===== src/design/rv_ctrl_pkg.sv =====
// Shared widths, control field types and encodings for the RV32I control pipeline
package rv_ctrl_pkg;

    typedef logic [31:0] word_t;            // Instruction or PC value
    typedef logic [8:0]  imem_byte_addr_t;  // Byte address into the ROM
    typedef logic [6:0]  imem_word_addr_t;  // Word index for the load port

    localparam int IMEM_BYTES = 512;

    // ALU operation codes
    typedef logic [3:0] alu_op_t;

    localparam alu_op_t ALU_PASS = 4'b0000;
    localparam alu_op_t ALU_ADD  = 4'b0010;
    localparam alu_op_t ALU_SUB  = 4'b0011;
    localparam alu_op_t ALU_JALR = 4'b0100;
    localparam alu_op_t ALU_SLL  = 4'b0101;
    localparam alu_op_t ALU_SRL  = 4'b0110;
    localparam alu_op_t ALU_SRA  = 4'b0111;
    localparam alu_op_t ALU_SLT  = 4'b1000;
    localparam alu_op_t ALU_SLTU = 4'b1001;
    localparam alu_op_t ALU_AND  = 4'b1010;
    localparam alu_op_t ALU_OR   = 4'b1011;
    localparam alu_op_t ALU_XOR  = 4'b1100;

    // Second operand source
    typedef logic [2:0] imm_sel_t;

    localparam imm_sel_t IMM_NONE = 3'b000;
    localparam imm_sel_t IMM_I    = 3'b001;
    localparam imm_sel_t IMM_S    = 3'b010;
    localparam imm_sel_t IMM_U    = 3'b011;

    // Data memory access size
    typedef logic [1:0] mem_size_t;

    localparam mem_size_t SIZE_BYTE = 2'b00;
    localparam mem_size_t SIZE_HALF = 2'b01;
    localparam mem_size_t SIZE_WORD = 2'b10;

    typedef logic [9:0] cond_t;  // {opcode, funct3} of a branch

    // Major opcodes, instr[6:0]
    typedef logic [6:0] opcode_t;

    localparam opcode_t OP_R      = 7'b0110011;
    localparam opcode_t OP_I      = 7'b0010011;
    localparam opcode_t OP_LOAD   = 7'b0000011;
    localparam opcode_t OP_STORE  = 7'b0100011;
    localparam opcode_t OP_BRANCH = 7'b1100011;
    localparam opcode_t OP_JALR   = 7'b1100111;
    localparam opcode_t OP_JAL    = 7'b1101111;
    localparam opcode_t OP_LUI    = 7'b0110111;
    localparam opcode_t OP_AUIPC  = 7'b0010111;

endpackage


===== src/design/fetch_stage.sv =====
// Fetch stage with PC register, byte-wide instruction ROM and IF/ID register
`timescale 1ns/1ns

module fetch_stage import rv_ctrl_pkg::*; (
    input  logic            clk,
    input  logic            reset,
    input  logic            stall,
    input  logic            load_en,
    input  imem_word_addr_t load_addr,
    input  word_t           load_data,
    output word_t           if_pc,
    output word_t           id_instr,
    output word_t           id_pc
);

    logic [7:0]      mem [IMEM_BYTES];
    imem_byte_addr_t rd_addr;
    word_t           fetch_instr;
    word_t           pc_plus4;

    assign pc_plus4 = if_pc + 32'd4;
    assign rd_addr  = if_pc[8:0];  // ROM wraps at 512 bytes

    // Little-endian word assembly
    assign fetch_instr = {mem[rd_addr + 9'd3], mem[rd_addr + 9'd2],
                          mem[rd_addr + 9'd1], mem[rd_addr]};

    // Program load with the low byte at the lowest address
    always_ff @(posedge clk) begin
        if (load_en) begin
            for (int i = 0; i < 4; i++) begin
                mem[{load_addr, 2'(i)}] <= load_data[8*i +: 8];
            end
        end
    end

    always_ff @(posedge clk) begin
        if (reset) begin
            if_pc <= '0;
        end else if (!stall) begin
            if_pc <= pc_plus4;  // No redirect in this front end
        end
    end

    // IF/ID holds its contents while stalled
    always_ff @(posedge clk) begin
        if (reset) begin
            id_instr <= '0;
            id_pc    <= '0;
        end else if (!stall) begin
            id_instr <= fetch_instr;
            id_pc    <= if_pc;
        end
    end

endmodule


===== src/design/id_ex_reg.sv =====
// ID/EX register with bubble insertion under stall
`timescale 1ns/1ns

module id_ex_reg import rv_ctrl_pkg::*; (
    input  logic      clk,
    input  logic      reset,
    input  logic      stall,
    input  word_t     id_pc,
    input  alu_op_t   id_alu_op,
    input  imm_sel_t  id_imm_sel,
    input  logic      id_rf_enable,
    input  logic      id_load_inst,
    input  logic      id_mem_enable,
    input  logic      id_mem_write,
    input  logic      id_se,
    input  mem_size_t id_size,
    input  cond_t     id_cond,
    input  logic      id_jalr,
    input  logic      id_jal,
    input  logic      id_auipc,
    output word_t     ex_pc,
    output alu_op_t   ex_alu_op,
    output imm_sel_t  ex_imm_sel,
    output logic      ex_rf_enable,
    output logic      ex_load_inst,
    output logic      ex_mem_enable,
    output logic      ex_mem_write,
    output logic      ex_se,
    output mem_size_t ex_size,
    output cond_t     ex_cond,
    output logic      ex_jalr,
    output logic      ex_jal,
    output logic      ex_auipc
);

    always_ff @(posedge clk) begin
        if (reset || stall) begin  // Stall loads a NOP bubble
            ex_pc         <= '0;
            ex_alu_op     <= '0;
            ex_imm_sel    <= '0;
            ex_rf_enable  <= 1'b0;
            ex_load_inst  <= 1'b0;
            ex_mem_enable <= 1'b0;
            ex_mem_write  <= 1'b0;
            ex_se         <= 1'b0;
            ex_size       <= '0;
            ex_cond       <= '0;
            ex_jalr       <= 1'b0;
            ex_jal        <= 1'b0;
            ex_auipc      <= 1'b0;
        end else begin
            ex_pc         <= id_pc;
            ex_alu_op     <= id_alu_op;
            ex_imm_sel    <= id_imm_sel;
            ex_rf_enable  <= id_rf_enable;
            ex_load_inst  <= id_load_inst;
            ex_mem_enable <= id_mem_enable;
            ex_mem_write  <= id_mem_write;
            ex_se         <= id_se;
            ex_size       <= id_size;
            ex_cond       <= id_cond;
            ex_jalr       <= id_jalr;
            ex_jal        <= id_jal;
            ex_auipc      <= id_auipc;
        end
    end

endmodule


===== src/design/instr_decoder.sv =====
// Combinational RV32I decoder producing the pipeline control word
`timescale 1ns/1ns

module instr_decoder import rv_ctrl_pkg::*; (
    input  word_t     instr,
    output alu_op_t   id_alu_op,
    output imm_sel_t  id_imm_sel,
    output logic      id_rf_enable,
    output logic      id_load_inst,
    output logic      id_mem_enable,
    output logic      id_mem_write,
    output logic      id_se,
    output mem_size_t id_size,
    output cond_t     id_cond,
    output logic      id_jalr,
    output logic      id_jal,
    output logic      id_auipc
);

    opcode_t    opcode;
    logic [2:0] funct3;
    logic       alt;

    assign opcode = instr[6:0];
    assign funct3 = instr[14:12];
    assign alt    = instr[30];  // SUB and SRA select

    // Register and immediate arithmetic share one funct3 table
    function automatic alu_op_t arith_op(input logic [2:0] f3, input logic alt_bit,
                                         input logic sub_ok);
        alu_op_t op;
        case (f3)
            3'b000:  op = (sub_ok && alt_bit) ? ALU_SUB : ALU_ADD;
            3'b001:  op = ALU_SLL;
            3'b010:  op = ALU_SLT;
            3'b011:  op = ALU_SLTU;
            3'b100:  op = ALU_XOR;
            3'b101:  op = alt_bit ? ALU_SRA : ALU_SRL;
            3'b110:  op = ALU_OR;
            default: op = ALU_AND;
        endcase
        return op;
    endfunction

    always_comb begin
        id_alu_op     = ALU_PASS;
        id_imm_sel    = IMM_NONE;
        id_rf_enable  = 1'b0;
        id_load_inst  = 1'b0;
        id_mem_enable = 1'b0;
        id_mem_write  = 1'b0;
        id_se         = 1'b0;
        id_size       = SIZE_BYTE;
        id_cond       = '0;
        id_jalr       = 1'b0;
        id_jal        = 1'b0;
        id_auipc      = 1'b0;

        case (opcode)
            OP_R: begin
                id_alu_op    = arith_op(funct3, alt, 1'b1);
                id_rf_enable = 1'b1;
            end
            OP_I: begin
                id_alu_op    = arith_op(funct3, alt, 1'b0);  // No SUBI
                id_imm_sel   = IMM_I;
                id_rf_enable = 1'b1;
            end
            OP_LOAD: begin
                id_alu_op     = ALU_ADD;  // Address computation
                id_imm_sel    = IMM_I;
                id_rf_enable  = 1'b1;
                id_load_inst  = 1'b1;
                id_mem_enable = 1'b1;
                id_size       = mem_size_t'(funct3[1:0]);
                id_se         = (funct3 == 3'b000) || (funct3 == 3'b001);  // LB, LH
            end
            OP_STORE: begin
                id_alu_op     = ALU_ADD;
                id_imm_sel    = IMM_S;
                id_mem_enable = 1'b1;
                id_mem_write  = 1'b1;
                id_size       = mem_size_t'(funct3[1:0]);
            end
            OP_BRANCH: begin
                id_cond = {opcode, funct3};
                case (funct3)
                    3'b000, 3'b001: id_alu_op = ALU_SUB;   // BEQ, BNE
                    3'b100, 3'b101: id_alu_op = ALU_SLT;   // BLT, BGE
                    3'b110, 3'b111: id_alu_op = ALU_SLTU;  // BLTU, BGEU
                    default:        id_alu_op = ALU_PASS;
                endcase
            end
            OP_JALR: begin
                id_alu_op    = ALU_JALR;
                id_imm_sel   = IMM_I;
                id_rf_enable = 1'b1;
                id_jalr      = 1'b1;
            end
            OP_JAL: begin
                id_rf_enable = 1'b1;
                id_jal       = 1'b1;
            end
            OP_LUI: begin
                id_alu_op    = ALU_PASS;
                id_imm_sel   = IMM_U;
                id_rf_enable = 1'b1;
            end
            OP_AUIPC: begin
                id_alu_op    = ALU_ADD;
                id_imm_sel   = IMM_U;
                id_rf_enable = 1'b1;
                id_auipc     = 1'b1;
            end
            default: ;  // Unknown opcode or all-zero word
        endcase
    end

endmodule


===== src/design/mem_wb_ctrl.sv =====
// EX/MEM and MEM/WB control registers for the back half of the pipeline
`timescale 1ns/1ns

module mem_wb_ctrl import rv_ctrl_pkg::*; (
    input  logic      clk,
    input  logic      reset,
    input  logic      ex_rf_enable,
    input  logic      ex_load_inst,
    input  logic      ex_mem_enable,
    input  logic      ex_mem_write,
    input  logic      ex_se,
    input  mem_size_t ex_size,
    output logic      mem_rf_enable,
    output logic      mem_load_inst,
    output logic      mem_mem_enable,
    output logic      mem_mem_write,
    output logic      mem_se,
    output mem_size_t mem_size,
    output logic      wb_rf_enable
);

    // EX/MEM
    always_ff @(posedge clk) begin
        if (reset) begin
            mem_rf_enable  <= 1'b0;
            mem_load_inst  <= 1'b0;
            mem_mem_enable <= 1'b0;
            mem_mem_write  <= 1'b0;
            mem_se         <= 1'b0;
            mem_size       <= '0;
        end else begin
            mem_rf_enable  <= ex_rf_enable;
            mem_load_inst  <= ex_load_inst;
            mem_mem_enable <= ex_mem_enable;
            mem_mem_write  <= ex_mem_write;
            mem_se         <= ex_se;
            mem_size       <= ex_size;
        end
    end

    // MEM/WB keeps only the writeback enable
    always_ff @(posedge clk) begin
        if (reset) begin
            wb_rf_enable <= 1'b0;
        end else begin
            wb_rf_enable <= mem_rf_enable;
        end
    end

endmodule


===== src/design/pipe_ctrl_top.sv =====
// Top level of the RV32I control pipeline from fetch to writeback
`timescale 1ns/1ns

module pipe_ctrl_top import rv_ctrl_pkg::*; (
    input  logic            clk,
    input  logic            reset,
    input  logic            stall,
    input  logic            load_en,
    input  imem_word_addr_t load_addr,
    input  word_t           load_data,
    output word_t           if_pc,
    output word_t           ex_pc,
    output alu_op_t         ex_alu_op,
    output imm_sel_t        ex_imm_sel,
    output logic            ex_rf_enable,
    output logic            ex_load_inst,
    output logic            ex_mem_enable,
    output logic            ex_mem_write,
    output logic            ex_se,
    output mem_size_t       ex_size,
    output cond_t           ex_cond,
    output logic            ex_jalr,
    output logic            ex_jal,
    output logic            ex_auipc,
    output logic            mem_rf_enable,
    output logic            mem_load_inst,
    output logic            mem_mem_enable,
    output logic            mem_mem_write,
    output mem_size_t       mem_size,
    output logic            mem_se,
    output logic            wb_rf_enable
);

    word_t     id_instr;
    word_t     id_pc;
    alu_op_t   id_alu_op;
    imm_sel_t  id_imm_sel;
    logic      id_rf_enable;
    logic      id_load_inst;
    logic      id_mem_enable;
    logic      id_mem_write;
    logic      id_se;
    mem_size_t id_size;
    cond_t     id_cond;
    logic      id_jalr;
    logic      id_jal;
    logic      id_auipc;

    fetch_stage u_fetch (
        .clk       (clk),
        .reset     (reset),
        .stall     (stall),
        .load_en   (load_en),
        .load_addr (load_addr),
        .load_data (load_data),
        .if_pc     (if_pc),
        .id_instr  (id_instr),
        .id_pc     (id_pc)
    );

    instr_decoder u_decoder (
        .instr         (id_instr),
        .id_alu_op     (id_alu_op),
        .id_imm_sel    (id_imm_sel),
        .id_rf_enable  (id_rf_enable),
        .id_load_inst  (id_load_inst),
        .id_mem_enable (id_mem_enable),
        .id_mem_write  (id_mem_write),
        .id_se         (id_se),
        .id_size       (id_size),
        .id_cond       (id_cond),
        .id_jalr       (id_jalr),
        .id_jal        (id_jal),
        .id_auipc      (id_auipc)
    );

    id_ex_reg u_id_ex (
        .clk           (clk),
        .reset         (reset),
        .stall         (stall),
        .id_pc         (id_pc),
        .id_alu_op     (id_alu_op),
        .id_imm_sel    (id_imm_sel),
        .id_rf_enable  (id_rf_enable),
        .id_load_inst  (id_load_inst),
        .id_mem_enable (id_mem_enable),
        .id_mem_write  (id_mem_write),
        .id_se         (id_se),
        .id_size       (id_size),
        .id_cond       (id_cond),
        .id_jalr       (id_jalr),
        .id_jal        (id_jal),
        .id_auipc      (id_auipc),
        .ex_pc         (ex_pc),
        .ex_alu_op     (ex_alu_op),
        .ex_imm_sel    (ex_imm_sel),
        .ex_rf_enable  (ex_rf_enable),
        .ex_load_inst  (ex_load_inst),
        .ex_mem_enable (ex_mem_enable),
        .ex_mem_write  (ex_mem_write),
        .ex_se         (ex_se),
        .ex_size       (ex_size),
        .ex_cond       (ex_cond),
        .ex_jalr       (ex_jalr),
        .ex_jal        (ex_jal),
        .ex_auipc      (ex_auipc)
    );

    mem_wb_ctrl u_mem_wb (
        .clk            (clk),
        .reset          (reset),
        .ex_rf_enable   (ex_rf_enable),
        .ex_load_inst   (ex_load_inst),
        .ex_mem_enable  (ex_mem_enable),
        .ex_mem_write   (ex_mem_write),
        .ex_se          (ex_se),
        .ex_size        (ex_size),
        .mem_rf_enable  (mem_rf_enable),
        .mem_load_inst  (mem_load_inst),
        .mem_mem_enable (mem_mem_enable),
        .mem_mem_write  (mem_mem_write),
        .mem_se         (mem_se),
        .mem_size       (mem_size),
        .wb_rf_enable   (wb_rf_enable)
    );

endmodule


===== config.mk =====
export PLATFORM = sky130hd
export DESIGN_NAME = pipe_ctrl_top
export DESIGN_NICKNAME = d
export VERILOG_FILES = /design/src/design/rv_ctrl_pkg.sv /design/src/design/fetch_stage.sv /design/src/design/id_ex_reg.sv /design/src/design/instr_decoder.sv /design/src/design/mem_wb_ctrl.sv /design/src/design/pipe_ctrl_top.sv
export SDC_FILE = /design/constraint.sdc
export NUM_CORES = 2
export LEC_CHECK = 0
export BUFFER_PORTS_ARGS = -buffer_cell sky130_fd_sc_hd__buf_2
export CORE_MARGIN = 5
export CORE_UTILIZATION = 56
export DETAILED_ROUTE_END_ITERATION = 10
export HOLD_SLACK_MARGIN = 0.1
export PLACE_DENSITY = 0.75
export SLEW_MARGIN = 20
export SYNTH_ARGS = -nofsm -noshare
export SYNTH_HDL_FRONTEND = slang
export SYNTH_SLANG_ARGS = --single-unit
export TNS_END_PERCENT = 50

===== constraint.sdc =====
create_clock -name clk -period 2.7 [get_ports clk]
set_input_delay 0.81 -clock clk [delete_from_list [all_inputs] [get_ports clk]]
set_output_delay 0.81 -clock clk [all_outputs]
set_load 0.03 [all_outputs]

==> flow_summary.json <==
{
  "rows": 119,
  "cts.clk_slew.worst_paths_ns": 0.06,
  "startpoint_type": "register",
  "worstPathRequired_ns": 3.31,
  "arrival_ns": 3.28,
  "critPathCaptureType": "register",
  "yosysUniqueCellTypes": 66,
  "numPortBuffers": 115,
  "grt_pass1_wl_um": 212000,
  "final_common_cell": "edfxtp_1",
  "synthCells": 3062,
  "slew_headroom_pct": 39.4,
  "detail-route-antenna-nets": 0,
  "maxCapViolCount": 0,
  "via_per_inst": 6.40,
  "dr.pass1.iters": 6,
  "power_w": 0.0492,
  "slew_viol_final": 0,
  "synth_edf_count": 1408,
  "max_freq_ghz": 0.374,
  "routed_wl_um": 145000,
  "yosys_most_used_dff": "edfxtp_1",
  "rsz0062_at_grt": "yes",
  "layout_common_cells": "1408 x edfxtp_1, 298 x buf_4, 266 x mux4_2",
  "gp_congestion": 0.918,
  "drive_gt1_share_pct": 27.2,
  "ys_warn_count": 0,
  "insertion_delay_ns": 0.76,
  "fin_setup_tns_ns": 0,
  "hp-start": "u_fetch.id_pc[22]$_SDFFE_PP0N_",
  "rr_startpoint": "u_fetch.if_pc[2]$_SDFFE_PP0N_",
  "hold_class": "reg2reg",
  "clockBufferDepth": 3,
  "seq_area_frac_synth_pct": 76.1,
  "outcome": "finished clean",
  "ys_seq_elements": 1543,
  "grt_overflow": 0,
  "worst_pin_slew_ns": 0.901,
  "h-tree-depth": 4,
  "powerDensity_mw_per_mm2": 718,
  "area_delta_synth_final_pct": 16.0,
  "start_util_pct": 56.2,
  "drcViolationCount": 0,
  "ios": 142,
  "netlist_area_sq_mm": 0.0591,
  "hold_viol": 0,
  "die_width_um": 335,
  "holdPathStages": 1,
  "dpl.cell_count": 4733,
  "setup_viol": 0,
  "grt_usage_pct": 25.7,
  "wl_per_cell_um": 28.9,
  "vias": 32200,
  "critical_path_peak_fanout": 38,
  "grt_pass1_vias": 32000,
  "fillers": 6713,
  "antenna_found_initial": 7,
  "ctsHoldBuffers": 0,
  "numCtsBuffers": 151,
  "hpwl_um": 91200,
  "drt_iter0_drc": 4075,
  "finalCriticalPeriod_ns": 2.67,
  "nets": 3543,
  "async_flop_share_pct": 0,
  "avgSynthCellArea_sq_um": 19.3,
  "min_to": "u_id_ex.ex_pc[22]$_SDFF_PP0_",
  "ff2ff_setup_slack_ns": 0.03,
  "cts_tree": "yes",
  "root_buffer": "clkbuf_16",
  "register_area_sq_mm": 0.0450,
  "die-area_sq_mm": 0.112,
  "clock-sinks": 1543,
  "crit_type": "reg2reg",
  "reg2reg_depth": 8,
  "die_y_um": 335,
  "r2r_end": "u_fetch.if_pc[26]$_SDFFE_PP0N_",
  "period_share_pct": 99.0,
  "fin_cells": 5021,
  "core_sq_mm": 0.105,
  "multi_input_area_sq_mm": 0.0132,
  "vdd.ir_drop.worst_mv": 0.617,
  "fin_worst_skew_ns": 0.0282,
  "p_leak_nw": 22.3,
  "grt_start_max_net_pins": 129
}
[synth_stat cells, types with 3 or more instances]
| master | instances | area share [%] |
|---|---|---|
| or3_1 | 10 | 0.11 |
| a221oi_1 | 16 | 0.24 |
| buf_2 | 57 | 0.48 |
| and3_1 | 4 | 0.042 |
| xnor2_1 | 9 | 0.13 |
| xor2_1 | 16 | 0.24 |
| a22o_1 | 23 | 0.34 |
| edfxtp_1 | 1408 | 72 |
| mux4_2 | 266 | 10 |
| a211o_1 | 3 | 0.044 |
| o22ai_1 | 60 | 0.63 |
| nor2b_1 | 23 | 0.24 |
| nor3b_1 | 3 | 0.038 |
| nand4_1 | 6 | 0.063 |
| a211oi_1 | 52 | 0.66 |
| inv_1 | 12 | 0.076 |
| nor4_1 | 16 | 0.17 |
| a22oi_1 | 31 | 0.39 |
| nand3b_1 | 9 | 0.11 |
| a311oi_1 | 8 | 0.12 |
| clkbuf_1 | 63 | 0.40 |
| buf_6 | 18 | 0.34 |
| dfxtp_1 | 135 | 4.6 |
| buf_1 | 16 | 0.10 |
| nand2_1 | 77 | 0.49 |
| and2_1 | 36 | 0.38 |
| buf_4 | 23 | 0.29 |
| o221ai_1 | 23 | 0.34 |
| o21ai_1 | 10 | 0.085 |
| nor3_1 | 12 | 0.10 |
| nand2b_1 | 5 | 0.053 |
| mux2_2 | 22 | 0.42 |
| a21oi_1 | 54 | 0.46 |
| a2bb2oi_1 | 6 | 0.089 |
| or2_2 | 3 | 0.032 |
| nor2_1 | 222 | 1.4 |
| a31oi_1 | 7 | 0.074 |
| o211ai_1 | 3 | 0.038 |
| nand3_1 | 36 | 0.30 |
| o21ai_0 | 19 | 0.16 |
| mux2i_1 | 209 | 3.5 |
[area by class of cell]
type | instances | share of cell area [%]
tap | 1391 | 2.54
inverter | 14 | 0.0766
timing repair buffer | 457 | 5.62
sequential | 1543 | 65.6
antenna | 6 | 0.0219
clock buffer | 191 | 5.94
multi-input combinational | 1332 | 19.2
clock inverter | 87 | 0.972
[routing by layer]
layer | share of wire (%) | global-route usage, % | vias up
li1 | - | - | 13300
met1 | 37 | 35.5 | 16500
met2 | 48 | 40.9 | 2014
met3 | 10 | 5.58 | 334
met4 | 3.9 | 9.92 | 6
met5 | 0.030 | 0 | -
[worst max path at each step]
stage | to | from | slack, ns | cells past startpoint
floorplan | u_fetch.mem[240][0]$_DFFE_PP_ | load_addr[2] | -0.14 | 7
global placement | u_fetch.if_pc[31]$_SDFFE_PP0N_ | stall | -0.07 | 7
detailed placement | u_fetch.id_instr[1]$_SDFFE_PP0N_ | stall | -0.12 | 9
CTS | u_fetch.id_instr[14]$_SDFFE_PP0N_ | u_fetch.if_pc[3]$_SDFFE_PP0N_ | 0.0003 | 7
global route | u_fetch.if_pc[26]$_SDFFE_PP0N_ | u_fetch.if_pc[2]$_SDFFE_PP0N_ | -0.09 | 8
finish | u_fetch.if_pc[26]$_SDFFE_PP0N_ | u_fetch.if_pc[2]$_SDFFE_PP0N_ | 0.03 | 8
[through the flow]
step | utilization [%] | area [sq um] | hold WS (ns) | setup WS (ns)
global route | 65.2 | 68600 | 0.465 | -0.0918
floorplan | - | 59100 | 0.430 | -0.138
global placement | 60.6 | 63700 | 0.435 | -0.0692
finish | 65.2 | 68600 | 0.455 | 0.0267
CTS | 65.2 | 68500 | 0.457 | 0.000344
detailed placement | 60.6 | 63700 | 0.446 | -0.119
[power breakdown]
part | internal [W] | switching [W] | total [W]
clock network | 0.0112 | 0.00879 | 0.0200
logic | 0.00128 | 0.00171 | 0.00298
registers | 0.0261 | 0.0000726 | 0.0262
[timing repair]
item	in CTS	in global routing
buffers inserted	0	3
resized for setup	6	12
endpoints found under the setup margin	4	16
gates cloned	1	0
[kinds of logic after synthesis]
| logic type | Yosys count | synth area share [%] |
|---|---|---|
| AO/OA/AOI/OAI | 323 | 3.79 |
| XOR/XNOR | 25 | 0.370 |
| adder cells (fa/ha/maj) | 1 | 0.0212 |
| buffers and inverters | 194 | 1.77 |
| flip-flops | 1543 | 76.1 |
| multiplexers | 497 | 14.1 |
| other | 1 | 0.00634 |
| AND/OR/NAND/NOR | 478 | 3.86 |
[state kept, by name, summed over array words and instances, names as in the netlist, 2 cells and up]
name                flops
u_id_ex.ex_pc          30
u_mem_wb.mem_size       2
u_id_ex.ex_size         2
u_id_ex.ex_imm_sel      2
u_fetch.id_instr       11
u_fetch.if_pc          30
u_fetch.mem          1408
u_fetch.id_pc          30
u_id_ex.ex_alu_op       4
u_id_ex.ex_cond        10
[worst max-delay path, cell delays in order (launching register included)]
cell and delay [ns]:
dfxtp_4 0.39, buf_12 0.30, ha_1 0.31, nand4b_4 0.12, or4_4 0.54, or2_1 0.37
nor3_1 0.26, xnor2_1 0.16, nor2_1 0.06
(Power assumes the default switching activity.)
